===== config.mk =====
export PLATFORM = sky130hd
export DESIGN_NAME = spi_master_top
export DESIGN_NICKNAME = d
export VERILOG_FILES = /design/src/design/spi_pkg.sv /design/src/design/spi_clock_divider.sv /design/src/design/spi_master_top.sv /design/src/design/spi_shift_engine.sv /design/src/design/spi_wb_regs.sv
export SDC_FILE = /design/constraint.sdc
export NUM_CORES = 1
export LEC_CHECK = 0
export BUFFER_PORTS_ARGS = -buffer_cell sky130_fd_sc_hd__buf_2
export CAP_MARGIN = 20
export CORE_MARGIN = 2
export CORE_UTILIZATION = 35
export DETAILED_ROUTE_END_ITERATION = 10
export GPL_TIMING_DRIVEN = 0
export PLACE_DENSITY = 0.63
export SYNTH_ARGS = -nofsm -noshare
export SYNTH_HDL_FRONTEND = slang
export SYNTH_SLANG_ARGS = --single-unit

===== constraint.sdc =====
create_clock -name clk -period 2.3 [get_ports clk]
set_clock_uncertainty 0.05 [all_clocks]
set_input_delay 0.345 -clock clk [delete_from_list [all_inputs] [get_ports clk]]
set_output_delay 0.345 -clock clk [all_outputs]
set_load 0.01 [all_outputs]

===== src/design/spi_pkg.sv =====
package spi_pkg;

    // Word and bus sizes
    localparam int word_width    = 16;
    localparam int wb_data_width = 32;
    localparam int wb_sel_width  = wb_data_width / 8;
    localparam int div_width     = 8;
    localparam int bit_cnt_width = $clog2(word_width);

    // CTRL fields
    localparam int ctrl_start_bit = 0;  // Write-only, reads as zero
    localparam int ctrl_div_lsb   = 8;  // Divisor in bits 15:8

    // STATUS fields
    localparam int status_busy_bit = 0;
    localparam int status_done_bit = 1;

    // Word address of each register, byte offsets 0, 4, 8, 12
    typedef enum logic [1:0] {
        reg_ctrl   = 2'd0,
        reg_txdata = 2'd1,
        reg_rxdata = 2'd2,
        reg_status = 2'd3
    } reg_addr_t;

    // Engine states
    typedef enum logic [1:0] {
        idle,
        select,
        transfer,
        deselect
    } spi_state_t;

    // Register block to engine
    typedef struct packed {
        logic                  start;    // One-cycle pulse
        logic [word_width-1:0] tx_word;
        logic [div_width-1:0]  divisor;  // Half period is divisor+1 clocks
    } spi_cmd_t;

    // Engine to register block
    typedef struct packed {
        logic                  busy;
        logic                  done;     // One-cycle pulse at cs rise
        logic [word_width-1:0] rx_word;
    } spi_rsp_t;

endpackage


===== src/design/spi_clock_divider.sv =====
`timescale 1ns/1ps

module spi_clock_divider (
    input  logic                          clk,
    input  logic                          reset,
    input  logic                          run,
    input  logic [spi_pkg::div_width-1:0] divisor,
    output logic                          tick
);

    logic [spi_pkg::div_width-1:0] count;

    // Counter sits at zero until the engine leaves idle
    always_ff @(posedge clk or posedge reset) begin
        if (reset) begin
            count <= '0;
        end else if (!run) begin
            count <= '0;
        end else if (count == divisor) begin
            count <= '0;  // Wrap, one half period done
        end else begin
            count <= count + 1'b1;
        end
    end

    // High in the last clock of each half period
    assign tick = (count == divisor);

    // Relies on the engine only ever holding a nonzero divisor
    assert property (@(posedge clk) disable iff (reset) !run |-> !tick)
        else $error("divider ticked while stopped");

endmodule


===== src/design/spi_master_top.sv =====
`timescale 1ns/1ps

module spi_master_top (
    input  logic                               clk,
    input  logic                               reset,
    input  logic                               wb_cyc,
    input  logic                               wb_stb,
    input  logic                               wb_we,
    input  spi_pkg::reg_addr_t                 wb_adr,
    input  logic [spi_pkg::wb_data_width-1:0]  wb_dat_w,
    input  logic [spi_pkg::wb_sel_width-1:0]   wb_sel,
    output logic [spi_pkg::wb_data_width-1:0]  wb_dat_r,
    output logic                               wb_ack,
    output logic                               sclk,
    output logic                               mosi,
    input  logic                               miso,
    output logic                               cs
);

    spi_pkg::spi_cmd_t cmd;  // Start, word and divisor to the engine
    spi_pkg::spi_rsp_t rsp;  // Busy, done and received word back

    spi_wb_regs u_regs (
        .clk   (clk),
        .reset (reset),
        .cyc   (wb_cyc),
        .stb   (wb_stb),
        .we    (wb_we),
        .adr   (wb_adr),
        .dat_w (wb_dat_w),
        .sel   (wb_sel),
        .dat_r (wb_dat_r),
        .ack   (wb_ack),
        .cmd   (cmd),
        .rsp   (rsp)
    );

    spi_shift_engine u_engine (
        .clk   (clk),
        .reset (reset),
        .cmd   (cmd),
        .rsp   (rsp),
        .sclk  (sclk),
        .mosi  (mosi),
        .miso  (miso),
        .cs    (cs)
    );

endmodule


===== src/design/spi_shift_engine.sv =====
`timescale 1ns/1ps

module spi_shift_engine (
    input  logic              clk,
    input  logic              reset,
    input  spi_pkg::spi_cmd_t cmd,
    output spi_pkg::spi_rsp_t rsp,
    output logic              sclk,
    output logic              mosi,
    input  logic              miso,
    output logic              cs
);

    spi_pkg::spi_state_t                state;
    logic [spi_pkg::div_width-1:0]      div_q;     // Divisor latched at start
    logic [spi_pkg::word_width-1:0]     tx_shift;  // Bits still to send
    logic [spi_pkg::word_width-1:0]     rx_shift;  // Bits sampled so far
    logic [spi_pkg::bit_cnt_width-1:0]  bit_cnt;   // Falling edges seen
    logic                               done_q;
    logic                               run;
    logic                               tick;
    logic                               last_bit;
    logic                               launch;

    assign run      = (state != spi_pkg::idle);
    assign launch   = (state == spi_pkg::idle) && cmd.start;
    assign last_bit = (bit_cnt == spi_pkg::bit_cnt_width'(spi_pkg::word_width - 1));

    spi_clock_divider u_div (
        .clk     (clk),
        .reset   (reset),
        .run     (run),
        .divisor (div_q),
        .tick    (tick)
    );

    // State machine and pin drivers
    always_ff @(posedge clk or posedge reset) begin
        if (reset) begin
            state   <= spi_pkg::idle;
            div_q   <= spi_pkg::div_width'(1);
            bit_cnt <= '0;
            sclk    <= 1'b0;
            mosi    <= 1'b0;
            cs      <= 1'b1;
            done_q  <= 1'b0;
        end else begin
            done_q <= 1'b0;
            case (state)
                spi_pkg::idle: begin
                    if (cmd.start) begin
                        state   <= spi_pkg::select;
                        cs      <= 1'b0;
                        mosi    <= cmd.tx_word[spi_pkg::word_width-1];  // MSB first
                        div_q   <= cmd.divisor;
                        bit_cnt <= '0;
                    end
                end
                spi_pkg::select: begin
                    if (tick) begin
                        state <= spi_pkg::transfer;
                        sclk  <= 1'b1;  // First rising edge
                    end
                end
                spi_pkg::transfer: begin
                    if (tick) begin
                        sclk <= ~sclk;
                        if (sclk) begin
                            // Falling edge, move to the next bit
                            bit_cnt <= bit_cnt + 1'b1;
                            if (last_bit) begin
                                state <= spi_pkg::deselect;
                                mosi  <= 1'b0;
                            end else begin
                                mosi <= tx_shift[spi_pkg::word_width-1];
                            end
                        end
                    end
                end
                spi_pkg::deselect: begin
                    if (tick) begin
                        state  <= spi_pkg::idle;
                        cs     <= 1'b1;
                        done_q <= 1'b1;  // Result ready as busy drops
                    end
                end
                default: begin
                    state <= spi_pkg::idle;
                end
            endcase
        end
    end

    // Shift registers
    always_ff @(posedge clk) begin
        if (launch) begin
            tx_shift <= {cmd.tx_word[spi_pkg::word_width-2:0], 1'b0};  // Bit 15 already on mosi
        end else if ((state == spi_pkg::transfer) && tick && sclk) begin
            tx_shift <= {tx_shift[spi_pkg::word_width-2:0], 1'b0};
        end

        // Sample on every rising edge, the first comes out of select
        if (tick && !sclk &&
            ((state == spi_pkg::select) || (state == spi_pkg::transfer))) begin
            rx_shift <= {rx_shift[spi_pkg::word_width-2:0], miso};
        end
    end

    assign rsp.busy    = run;
    assign rsp.done    = done_q;
    assign rsp.rx_word = rx_shift;

    // Clock must be parked low before cs is released
    assert property (@(posedge clk) disable iff (reset) cs |-> !sclk)
        else $error("sclk high while deselected");

    // Register block must hold off starts while a transfer runs
    assert property (@(posedge clk) disable iff (reset) cmd.start |-> !rsp.busy)
        else $error("start arrived while busy");

endmodule


===== src/design/spi_wb_regs.sv =====
`timescale 1ns/1ps

module spi_wb_regs (
    input  logic                                 clk,
    input  logic                                 reset,
    input  logic                                 cyc,
    input  logic                                 stb,
    input  logic                                 we,
    input  spi_pkg::reg_addr_t                   adr,
    input  logic [spi_pkg::wb_data_width-1:0]    dat_w,
    input  logic [spi_pkg::wb_sel_width-1:0]     sel,    // Ignored as every access is a full word
    output logic [spi_pkg::wb_data_width-1:0]    dat_r,
    output logic                                 ack,
    output spi_pkg::spi_cmd_t                    cmd,
    input  spi_pkg::spi_rsp_t                    rsp
);

    logic                                 access;
    logic                                 wr;
    logic                                 rd;
    logic                                 start_req;
    logic                                 start_q;
    logic                                 done_flag;   // Sticky until RXDATA read
    logic [spi_pkg::div_width-1:0]        div_q;
    logic [spi_pkg::div_width-1:0]        new_div;
    logic [spi_pkg::word_width-1:0]       tx_q;
    logic [spi_pkg::word_width-1:0]       rx_q;
    logic [spi_pkg::wb_data_width-1:0]    rd_data;

    // One access per strobe as ack masks the next cycle
    assign access  = cyc && stb && !ack;
    assign wr      = access && we;
    assign rd      = access && !we;
    assign new_div = dat_w[spi_pkg::ctrl_div_lsb +: spi_pkg::div_width];

    // Start only from idle and with a usable divisor
    assign start_req = wr && (adr == spi_pkg::reg_ctrl) && dat_w[spi_pkg::ctrl_start_bit]
                       && !rsp.busy && (new_div != '0);

    always_comb begin
        rd_data = '0;
        case (adr)
            spi_pkg::reg_ctrl: begin
                rd_data[spi_pkg::ctrl_div_lsb +: spi_pkg::div_width] = div_q;
            end
            spi_pkg::reg_txdata: begin
                rd_data[spi_pkg::word_width-1:0] = tx_q;
            end
            spi_pkg::reg_rxdata: begin
                rd_data[spi_pkg::word_width-1:0] = rx_q;
            end
            spi_pkg::reg_status: begin
                rd_data[spi_pkg::status_busy_bit] = rsp.busy;
                rd_data[spi_pkg::status_done_bit] = done_flag;
            end
            default: begin
                rd_data = '0;
            end
        endcase
    end

    // Control state
    always_ff @(posedge clk or posedge reset) begin
        if (reset) begin
            ack       <= 1'b0;
            start_q   <= 1'b0;
            div_q     <= spi_pkg::div_width'(1);
            done_flag <= 1'b0;
        end else begin
            ack     <= access;
            start_q <= start_req;
            if (wr && (adr == spi_pkg::reg_ctrl)) begin
                div_q <= new_div;  // Kept even if the start is refused
            end
            if (rsp.done) begin
                done_flag <= 1'b1;
            end else if (rd && (adr == spi_pkg::reg_rxdata)) begin
                done_flag <= 1'b0;
            end
        end
    end

    // Data registers
    always_ff @(posedge clk) begin
        if (wr && (adr == spi_pkg::reg_txdata) && !rsp.busy) begin
            tx_q <= dat_w[spi_pkg::word_width-1:0];
        end
        if (rsp.done) begin
            rx_q <= rsp.rx_word;
        end
        if (rd) begin
            dat_r <= rd_data;  // Valid alongside ack
        end
    end

    assign cmd.start   = start_q;
    assign cmd.tx_word = tx_q;
    assign cmd.divisor = div_q;

    // Master holds the strobe until it sees ack
    assert property (@(posedge clk) disable iff (reset) ack |-> cyc && stb)
        else $error("ack without a live strobe");

endmodule


[Word-level counts from Yosys, hierarchy flattened]
Cells that the tools add are included.
Operators by class
  bitwise gates (word level): 1
  reduce and logical (&&, ||, !) cells: 35
  multiplexer cells: 32
  equal/unequal tests: 14
  add/subtract/negate cells: 2
Operators by type and width (number)
  two-way mux 16 bit: 2
  one-hot mux 8 bit (3 select lines): 1
  logical AND 1 bit: 16
  two-way mux 8 bit: 2
  two-way mux 2 bit: 6
  two-way mux 4 bit: 3
  one-hot mux 6 bit (2 select lines): 1
  nonzero test 2 bit: 6
  two-way mux 1 bit: 11
  != test 2 x 1 -> 1 bit (second input constant): 5
  adder 8 x 1 -> 8 bit (second input constant): 1
  equality test 2 bit (second input constant): 4
  equality test 8 bit: 1
  one-hot mux 2 bit (4 select lines): 1
  one-hot mux 4 bit (2 select lines): 1
  nonzero test 8 bit: 1
  one-hot mux 1 bit (2 select lines): 3
  one-hot mux 2 bit (3 select lines): 1
  AND reduction 3 bit: 2
  AND reduction 6 bit: 1
  adder 4 x 1 -> 4 bit (second input constant): 1
  equality test 2 x 1 -> 1 bit (second input constant): 2
  equality test 4 bit (second input constant): 1
  logical NOT 1 bit: 4
  6 further kinds: 7
Word-level totals
  register bits: 116
  output and inout bits: 36
  word-level logic and storage cells: 101

[Longest topological paths before layout]
Gate-level depths: netlist of run 1.
  depth in word-level cells: 7
  depth in mapped cells: 7

[By module]
Synthesis of run 1 repeated with hierarchy kept, for this count alone.
Unflattened totals
  cell total of the unflattened synthesis: 325
  area, all modules: 4952.2 µm²
Modules (own cells, without submodules)
  spi_wb_regs: cells each 142, sequential area each 1717.9 µm², times used 1, area each 2369.8 µm²
  spi_shift_engine: cells each 136, sequential area each 1383.8 µm², times used 1, area each 2070.7 µm²
  spi_clock_divider: cells each 47, sequential area each 200.2 µm², times used 1, area each 511.7 µm²

[Worst setup path before layout of run 1]
Ideal clock, no wire load.
  kind: register to register
  from: register u_regs.ack
  to: register u_regs.done_flag
  stages on the path, launching flop included: 4
  path slack: 165 ps
  arrival: 1967 ps
  buffers on the path: 0
  cells stage by stage: dfrtp_1 nor3_1 nand2_1 a21o_1
On the way
  cells in the longest elaborated chain, start to end: 5
Ends and longest elaborated chain
  start: declaration: line spi_wb_regs.sv:13  | output logic ack,
  start signal: assignment: line spi_wb_regs.sv:70  | ack <= access;
  logical NOT 1 bit: line spi_wb_regs.sv:31  | assign access = cyc && stb && !ack;
  logical AND 1 bit: line spi_wb_regs.sv:31
  logical AND 1 bit: line spi_wb_regs.sv:33  | assign rd = access && !we;
  net u_regs.rd: line spi_wb_regs.sv:20  | logic rd;
  logical AND 1 bit: line spi_wb_regs.sv:77  | end else if (rd && (adr == spi_pkg::reg_rxdata)) begin
  nonzero test 2 bit (no line)
  end signal: assignment: line spi_wb_regs.sv:68  | done_flag <= 1'b0;
  end signal: assignment: line spi_wb_regs.sv:76  | done_flag <= 1'b1;
  end signal: assignment: line spi_wb_regs.sv:78  | done_flag <= 1'b0;
  end: declaration: line spi_wb_regs.sv:23  | logic done_flag;
The timed path passes the listed nets, and every way through them passes these cells.
A chain may end at the register's enable or synchronous reset.

[Worst setup path after layout of run 1]
  from: register u_engine.state[0]
  to: register u_engine.tx_shift[6] (netlist bit), data pin
On the way
  cells in the longest elaborated chain, start to end: 3
Ends and longest elaborated chain
  start: declaration: line spi_shift_engine.sv:14  | spi_pkg::spi_state_t state;
  start signal: assignment: line spi_shift_engine.sv:40  | state <= spi_pkg::idle;
  start signal: assignment: line spi_shift_engine.sv:52  | state <= spi_pkg::select;
  start signal: assignment: line spi_shift_engine.sv:61  | state <= spi_pkg::transfer;
  logical NOT 2 bit: line spi_shift_engine.sv:26  | assign launch = (state == spi_pkg::idle) && cmd.start;
  logical AND 1 bit: line spi_shift_engine.sv:26
  two-way mux 16 bit: line spi_shift_engine.sv:96  | if (launch) begin
  end signal: assignment: line spi_shift_engine.sv:97  | tx_shift <= {cmd.tx_word[spi_pkg::word_width-2:0], 1'b0};
  end signal: assignment: line spi_shift_engine.sv:99  | tx_shift <= {tx_shift[spi_pkg::word_width-2:0], 1'b0};
  end: declaration: line spi_shift_engine.sv:16  | logic [spi_pkg::word_width-1:0] tx_shift;
Every way passes these cells.

==> results.sh, run 1 <==
export IMPL_die_w_um=122
export IMPL_final_nets=457
export IMPL_detail_route_antenna_nets=0
export IMPL_synth_edf_count=79
export IMPL_crit_required_ns=2.42
export IMPL_grt_max_degree=38
export IMPL_route_detailed_wl_per_inst_um=16.1
export IMPL_use_met1_pct=18.6
export IMPL_p_per_area_nw_per_um2=1150
export IMPL_fin_crit_ns=2.19
export IMPL_synth_commonest_cells="edfxtp_1, dfrtp_1, mux2_2"
export IMPL_syn_inst=322
export IMPL_antenna_found_initial=0
export IMPL_yosysTopAreaCellShare_pct=48.9
export IMPL_critPathTopFamily="buffers and inverters"
export IMPL_max_slew_worst_pin_slew_ns=0.828
export IMPL_cp_start_kind="flop"
export IMPL_synth_seq_area_share_pct=68.0
export IMPL_cts_buffer_depth=2
export IMPL_h_tree_depth=4
export IMPL_synth_seq_cells=116
export IMPL_place_inst=561
export IMPL_grt_pass1_wl_mm=15.0
export IMPL_cts_tree="built"
export IMPL_cp_max_fo=10
export IMPL_fin_setup_tns_ns=0
export IMPL_use_met3_pct=4.12
export IMPL_seqPwrFrac_pct=42.9
export IMPL_top_usage_layer="met2"
export IMPL_min_path_type="primary input to asynchronous set/reset pin"
export IMPL_synth_most_common_cell="edfxtp_1"
export IMPL_layout_worst_path_cycle_share_pct=95.1
export IMPL_grt_use_total_pct=13.8
export IMPL_synth_area_leaders="edfxtp_1, dfrtp_1, mux2_2, ha_1, buf_4"
export IMPL_cts_sink_count=116
export IMPL_relSlewSlack_pct=44.5
export IMPL_ys_flop_type="edfxtp_1"
export IMPL_syn_avg_cell_area_um2=15.1
export IMPL_drt_first_pass_iters=5
export IMPL_status="completed"
export IMPL_use_met2_pct=20.9
export IMPL_design_area_um2=5990
export IMPL_switching_share_pct=26.9
export IMPL_setup_viol=0
export IMPL_fillers=1230
export IMPL_power_leakage_nw=2.40
export IMPL_instances_no_fill=593
export IMPL_gp_congestion=0.748
export IMPL_netlist_area_um2=4850
export IMPL_die_h_um=122
export IMPL_cp_arrival_ns=2.30
export IMPL_internal_power_mw=5.03
export IMPL_ys_types=43
export IMPL_fp_row_count=43
export IMPL_critPathKind="flop to flop"
export IMPL_cts_clk_slew_worst_paths_ns=0.06
export IMPL_switching_power_mw=1.85
export IMPL_die_area_um2=14800
export IMPL_setup_slack_ns=0.114
export IMPL_comb_power_share_pct=17.6
export IMPL_dp_slack_ns=-0.568
export IMPL_num_vias=2809
export IMPL_route_detailed_drc=0
export IMPL_max_freq_ghz=0.457
export IMPL_slew_viol_final=0
export IMPL_post_dp_hpwl_mm=6.56
export IMPL_antenna_cells=0
export IMPL_clkPwrFrac_pct=39.5
export IMPL_drive_gt1_share_pct=33.4
export IMPL_endpoint_kind="flop"
export IMPL_drt_initial_drc_count=310
export IMPL_clk_latency_ns=0.42
export IMPL_yosysWarnings=0
export IMPL_async_flop_share_pct=31.9
export IMPL_numPortBuffers=43
export IMPL_critPathMaxStageDelay_ns=0.40
export IMPL_finalHoldViolations=0
export IMPL_cp_slowest_cell="mux2_2"
export IMPL_numCtsBuffers=17
export IMPL_rsz0062_at_grt="no"
export IMPL_finalWirelength_mm=9.58
export IMPL_coreArea_um2=13700
export IMPL_max_vdd_ir_drop_uv=670
export IMPL_drv_cap=0
export IMPL_drt_vias_per_instance=4.74
export IMPL_grt_pass1_vias=2832
export IMPL_initial_core_util_pct=35.4
export IMPL_yosysTopAreaCell="edfxtp_1"
export IMPL_postPlaceCellArea_um2=5370
export IMPL_cts_root_buf="clkbuf_16"
export IMPL_finalPower_mw=6.88
export IMPL_grt_overflow_total=0
export IMPL_synthToLayoutAreaGrowth_pct=23.5
export IMPL_crit_buf_inv=2
export IMPL_crit_chain="inv_1 > ha_1 > nand2_1 > buf_2 > mux2_2"
export IMPL_io_pins=80
## area by class of cell
class                      instances  area, um^2  area share (%)
tap                              180         225            3.76
multi-input combinational        186        1430            23.9
inverter                           9        33.8           0.564
timing repair buffer              44         226            3.78
buffer                            26         160            2.67
sequential                       116        3300            55.1
clock inverter                    14         185            3.09
clock buffer                      18         429            7.16
## power groups by stage
stage	Combinational, mW	Clock [mW]	Sequential [mW]
finish	1.21	2.72	2.95
global route	1.35	2.86	2.99
CTS	1.21	2.76	2.95
detailed placement	1.20	0	2.99
global placement	1.15	0	2.97
floorplan	0.889	0	2.91
## cell families after synthesis
kind of cell	count (synthesis)	synth area share, %
other	1	0.0773
adders and majority gates	13	3.35
xor gates and xnor gates	14	2.53
AOI/OAI and AO/OA	38	5.88
and+or+nand+nor	68	7.63
buffers and inverters	35	4.00
muxes	37	8.51
DFF	116	68.0
## state kept, by name, indices dropped and copies added, names as in the netlist
register and flops:
u_regs.rx_q 16, u_engine.cs 1, u_engine.rx_shift 16, u_regs.ack 1
u_engine.u_div.count 8, u_engine.state 2, u_engine.mosi 1, u_regs.tx_q 16
u_regs.dat_r 16, u_engine.sclk 1, u_regs.div_q 8, u_engine.done_q 1
u_regs.start_q 1, u_engine.tx_shift 15, u_engine.div_q 8, u_engine.bit_cnt 4
u_regs.done_flag 1
## worst paths after layout
| kind | depth (start not counted) | end | from | slack [ns] |
|---|---|---|---|---|
| max | 5 | u_engine.tx_shift[6]$_DFFE_PP_ | u_engine.state[0]$_DFFE_PP0P_ | 0.11 |
| min | 2 | u_engine.div_q[2]$_DFFE_PP0P_ | reset | 0.05 |
| min reg2reg | 0 | u_regs.rx_q[15]$_DFFE_PP_ | u_engine.rx_shift[15]$_DFFE_PP_ | 0.37 |
| min in group clk | 1 | u_regs.tx_q[7]$_DFFE_PP_ | wb_dat_w[7] | 0.05 |
| max reg2reg | 5 | u_engine.tx_shift[6]$_DFFE_PP_ | u_engine.state[0]$_DFFE_PP0P_ | 0.11 |
| max in group asynchronous | 2 | u_engine.done_q$_DFF_PP0_ | reset | 1.65 |
## layout by cell type, fill, tap and decap left out, drive strengths merged
cell and instances:
o21ai 7, edfxtp 79, nor2 25, o22ai 1
dfstp 3, dfrtp 34, buf 63, mux2 31
and2 2, clkinv 6, a21o 2, nand4 3
o22a 1, nor3 5, a21boi 1, a222oi 10
clkinvlp 3, a22oi 6, mux2i 6, conb 16
xor2 3, nor2b 6, o21ba 1, bufinv 4
clkbuf 25, inv 10, nand2 12, a211oi 1
xnor2 11, a41o 1, and4 1, and3 5
nand3 6, nor4 3, ha 13, a21oi 7
## metrics by stage
step,hold slack (ns),utilization [%]
2_1_floorplan,0.350,-
3_3_place_gp,0.351,39.0
3_5_place_dp,0.355,39.1
4_1_cts,0.0389,43.6
5_1_grt,0.0372,43.7
6_report,0.0453,43.7
## metal layers
layer	part of all wire, %	wire length, um
met2	48	4610
met3	3.8	363
met4	1.1	104
met1	47	4500
met5	0	0
## timing repair
action                     CTS  global route
resized for setup            3             3
cloned                       0             0
setup buffers                0             0
hold buffers                 0             0
setup endpoints to repair   47            32
Power figures use the tool's default switching activity.
==> run 2: changes to the inputs <==
- CELL_PAD_IN_SITES_DETAIL_PLACEMENT: default -> 1
- CELL_PAD_IN_SITES_GLOBAL_PLACEMENT: default -> 2
- CTS_BUF_LIST: default -> sky130_fd_sc_hd__clkbuf_8
- PLACE_DENSITY: 0.63 -> 0.8
==> run 2 against run 1 <==
  * Global-route usage is 1.2 points higher
  * Cell count is the same
  * First-iteration DRC count decreased by 23%
  * Routed wire length is 8.6% higher
  * Non-clock buffer count did not move
  * Die area is the same
  * Setup slack improved by 0.086 ns
  * Sequential power about the same
  * Clock power down 31%
  * Combinational power about the same
  * Worst hold slack worse by 0.024 ns
  * Flip-flop and latch count did not move
  * Critical path type unchanged
==> results.sh, run 2 (same netlist as run 1, synthesis figures left out) <==
export IMPL_status="completed"
export IMPL_max_slew_worst_pin_slew_ns=0.829
export IMPL_most_common_layout_cells="edfxtp_1, buf_2, dfrtp_1, mux2_2, nor2_1"
export IMPL_grt_use_total_pct=15.0
export IMPL_finalHoldViolations=0
export IMPL_max_freq_ghz=0.476
export IMPL_finalPower_mw=6.06
export IMPL_comb_power_share_pct=20.4
export IMPL_hold_buffers=0
export IMPL_drive_gt1_share_pct=33.7
export IMPL_route_detailed_wl_per_inst_um=17.5
export IMPL_numPortBuffers=43
export IMPL_io_pins=80
export IMPL_critPathKind="flop to flop"
export IMPL_final_nets=457
export IMPL_drv_cap=0
export IMPL_drt_first_pass_iters=5
export IMPL_detail_route_antenna_nets=0
export IMPL_relSlewSlack_pct=44.6
export IMPL_numCtsBuffers=17
export IMPL_route_detailed_drc=0
export IMPL_endpoint_kind="flop"
export IMPL_grt_overflow_total=0
export IMPL_reg2reg_from="u_engine.state[0]$_DFFE_PP0P_"
export IMPL_instances_no_fill=593
export IMPL_drt_vias_per_instance=4.76
export IMPL_finalWirelength_mm=10.4
export IMPL_startpoint="u_engine.state[0]$_DFFE_PP0P_"
export IMPL_design_area_um2=5780
export IMPL_antenna_found_initial=0
export IMPL_place_inst=561
export IMPL_coreArea_um2=13700
export IMPL_setup_viol=0
export IMPL_seqPwrFrac_pct=48.7
export IMPL_cts_buffer_depth=2
export IMPL_antenna_cells=0
export IMPL_fin_crit_ns=2.10
export IMPL_die_w_um=122
export IMPL_cts_root_buf="clkbuf_8"
export IMPL_drt_initial_drc_count=240
export IMPL_layout_worst_path_cycle_share_pct=91.3
export IMPL_grt_pass1_wl_mm=16.2
export IMPL_cts_sink_count=116
export IMPL_rsz0062_at_grt="no"
export IMPL_gp_congestion=0.764
export IMPL_cp_start_kind="flop"
export IMPL_slew_viol_final=0
export IMPL_use_met1_pct=18.1
export IMPL_top_usage_layer="met2"
export IMPL_p_per_area_nw_per_um2=1050
export IMPL_clkPwrFrac_pct=30.9
export IMPL_use_met2_pct=24.5
export IMPL_postPlaceCellArea_um2=5370
export IMPL_final_common_cell="edfxtp_1"
export IMPL_switching_share_pct=29.0
export IMPL_cp_arrival_ns=2.37
export IMPL_max_vdd_ir_drop_uv=425
export IMPL_clk_latency_ns=0.44
export IMPL_internal_power_mw=4.30
export IMPL_power_leakage_nw=2.32
export IMPL_grt_max_degree=38
export IMPL_cts_tree="built"
export IMPL_hold_ws_ns=0.0217
export IMPL_die_h_um=122
export IMPL_h_tree_depth=4
export IMPL_post_route_util_pct=42.1
export IMPL_cts_clk_slew_worst_paths_ns=0.07
export IMPL_use_met3_pct=4.26
export IMPL_num_vias=2821
export IMPL_min_path_type="primary input to asynchronous set/reset pin"
export IMPL_synthToLayoutAreaGrowth_pct=19.1
export IMPL_post_dp_hpwl_mm=7.10
export IMPL_grt_pass1_vias=3026
export IMPL_reg2reg_slack_ns=0.20
export IMPL_switching_power_mw=1.76
export IMPL_fp_row_count=43
export IMPL_initial_core_util_pct=35.4
export IMPL_crit_required_ns=2.57
export IMPL_cp_max_fo=7
export IMPL_die_area_um2=14800
[run 2: cell types whose count changed in the layout (fill, tap and decap cells not counted), moves of 2 or more]
| cell | before | now |
|---|---|---|
| clkinv_1 | 3 | 1 |
| clkbuf_16 | 17 | 0 |
| clkinv_4 | 2 | 0 |
| clkinv_2 | 1 | 4 |
| inv_1 | 8 | 11 |
| clkbuf_8 | 0 | 18 |
[run 2: power by group through the flow]
stage          sequential [mW]  combinational [mW]  clock, mW
3_3_place_gp              2.97                1.19          0
2_1_floorplan             2.91               0.889          0
5_1_grt                   2.99                1.39       1.99
6_report                  2.95                1.24       1.87
3_5_place_dp              2.99                1.24          0
4_1_cts                   2.96                1.25       1.91
[run 2: path summary, 6_finish.rpt]
path                                              endpoint  depth (start not counted)
max in group asynchronous         u_regs.start_q$_DFF_PP0_                          2
max                          u_engine.state[1]$_DFFE_PP0P_                          7
min                        u_engine.bit_cnt[2]$_DFFE_PP0P_                          2
min reg2reg                      u_regs.rx_q[15]$_DFFE_PP_                          0
min in group clk                  u_regs.tx_q[7]$_DFFE_PP_                          1
max reg2reg                  u_engine.state[1]$_DFFE_PP0P_                          7
[run 2: repair_timing]
| item | CTS | global route |
|---|---|---|
| hold endpoints to repair | 0 | 0 |
| setup endpoints to repair | 47 | 43 |
| buffers inserted | 0 | 0 |
| resized for setup | 3 | 4 |
[run 2: critical path, stage by stage (launching register included)]
cell     delay, ns
dfrtp_1       0.41
inv_1         0.14
ha_1          0.33
inv_1         0.18
nor2_1        0.26
nor3_2        0.08
a21o_2        0.25
mux2_4        0.30
[run 2: stage by stage]
stage	TNS (ns)	worst slack, ns
floorplan	0	0.165
global placement	-18.96	-0.511
detailed placement	-14.54	-0.607
CTS	0	0.0181
global route	0	0.0566
finish	0	0.200
[run 2: metal layers]
layer,share of wire [%],routed length (um),up-vias
met5,0,0,-
met4,2.3,244,0
met3,4.5,463,17
met2,50,5220,62
met1,43,4480,1422
li1,-,-,1320
[run 2: area by class of cell]
cell class,instances,area [um^2]
Multi-Input combinational cell,186,1430
Clock inverter,14,148
Buffer,26,160
Timing Repair Buffer,44,230
Fill cell,1438,7940
Tap cell,180,225
Clock buffer,18,248
Inverter,9,33.8
Sequential cell,116,3300
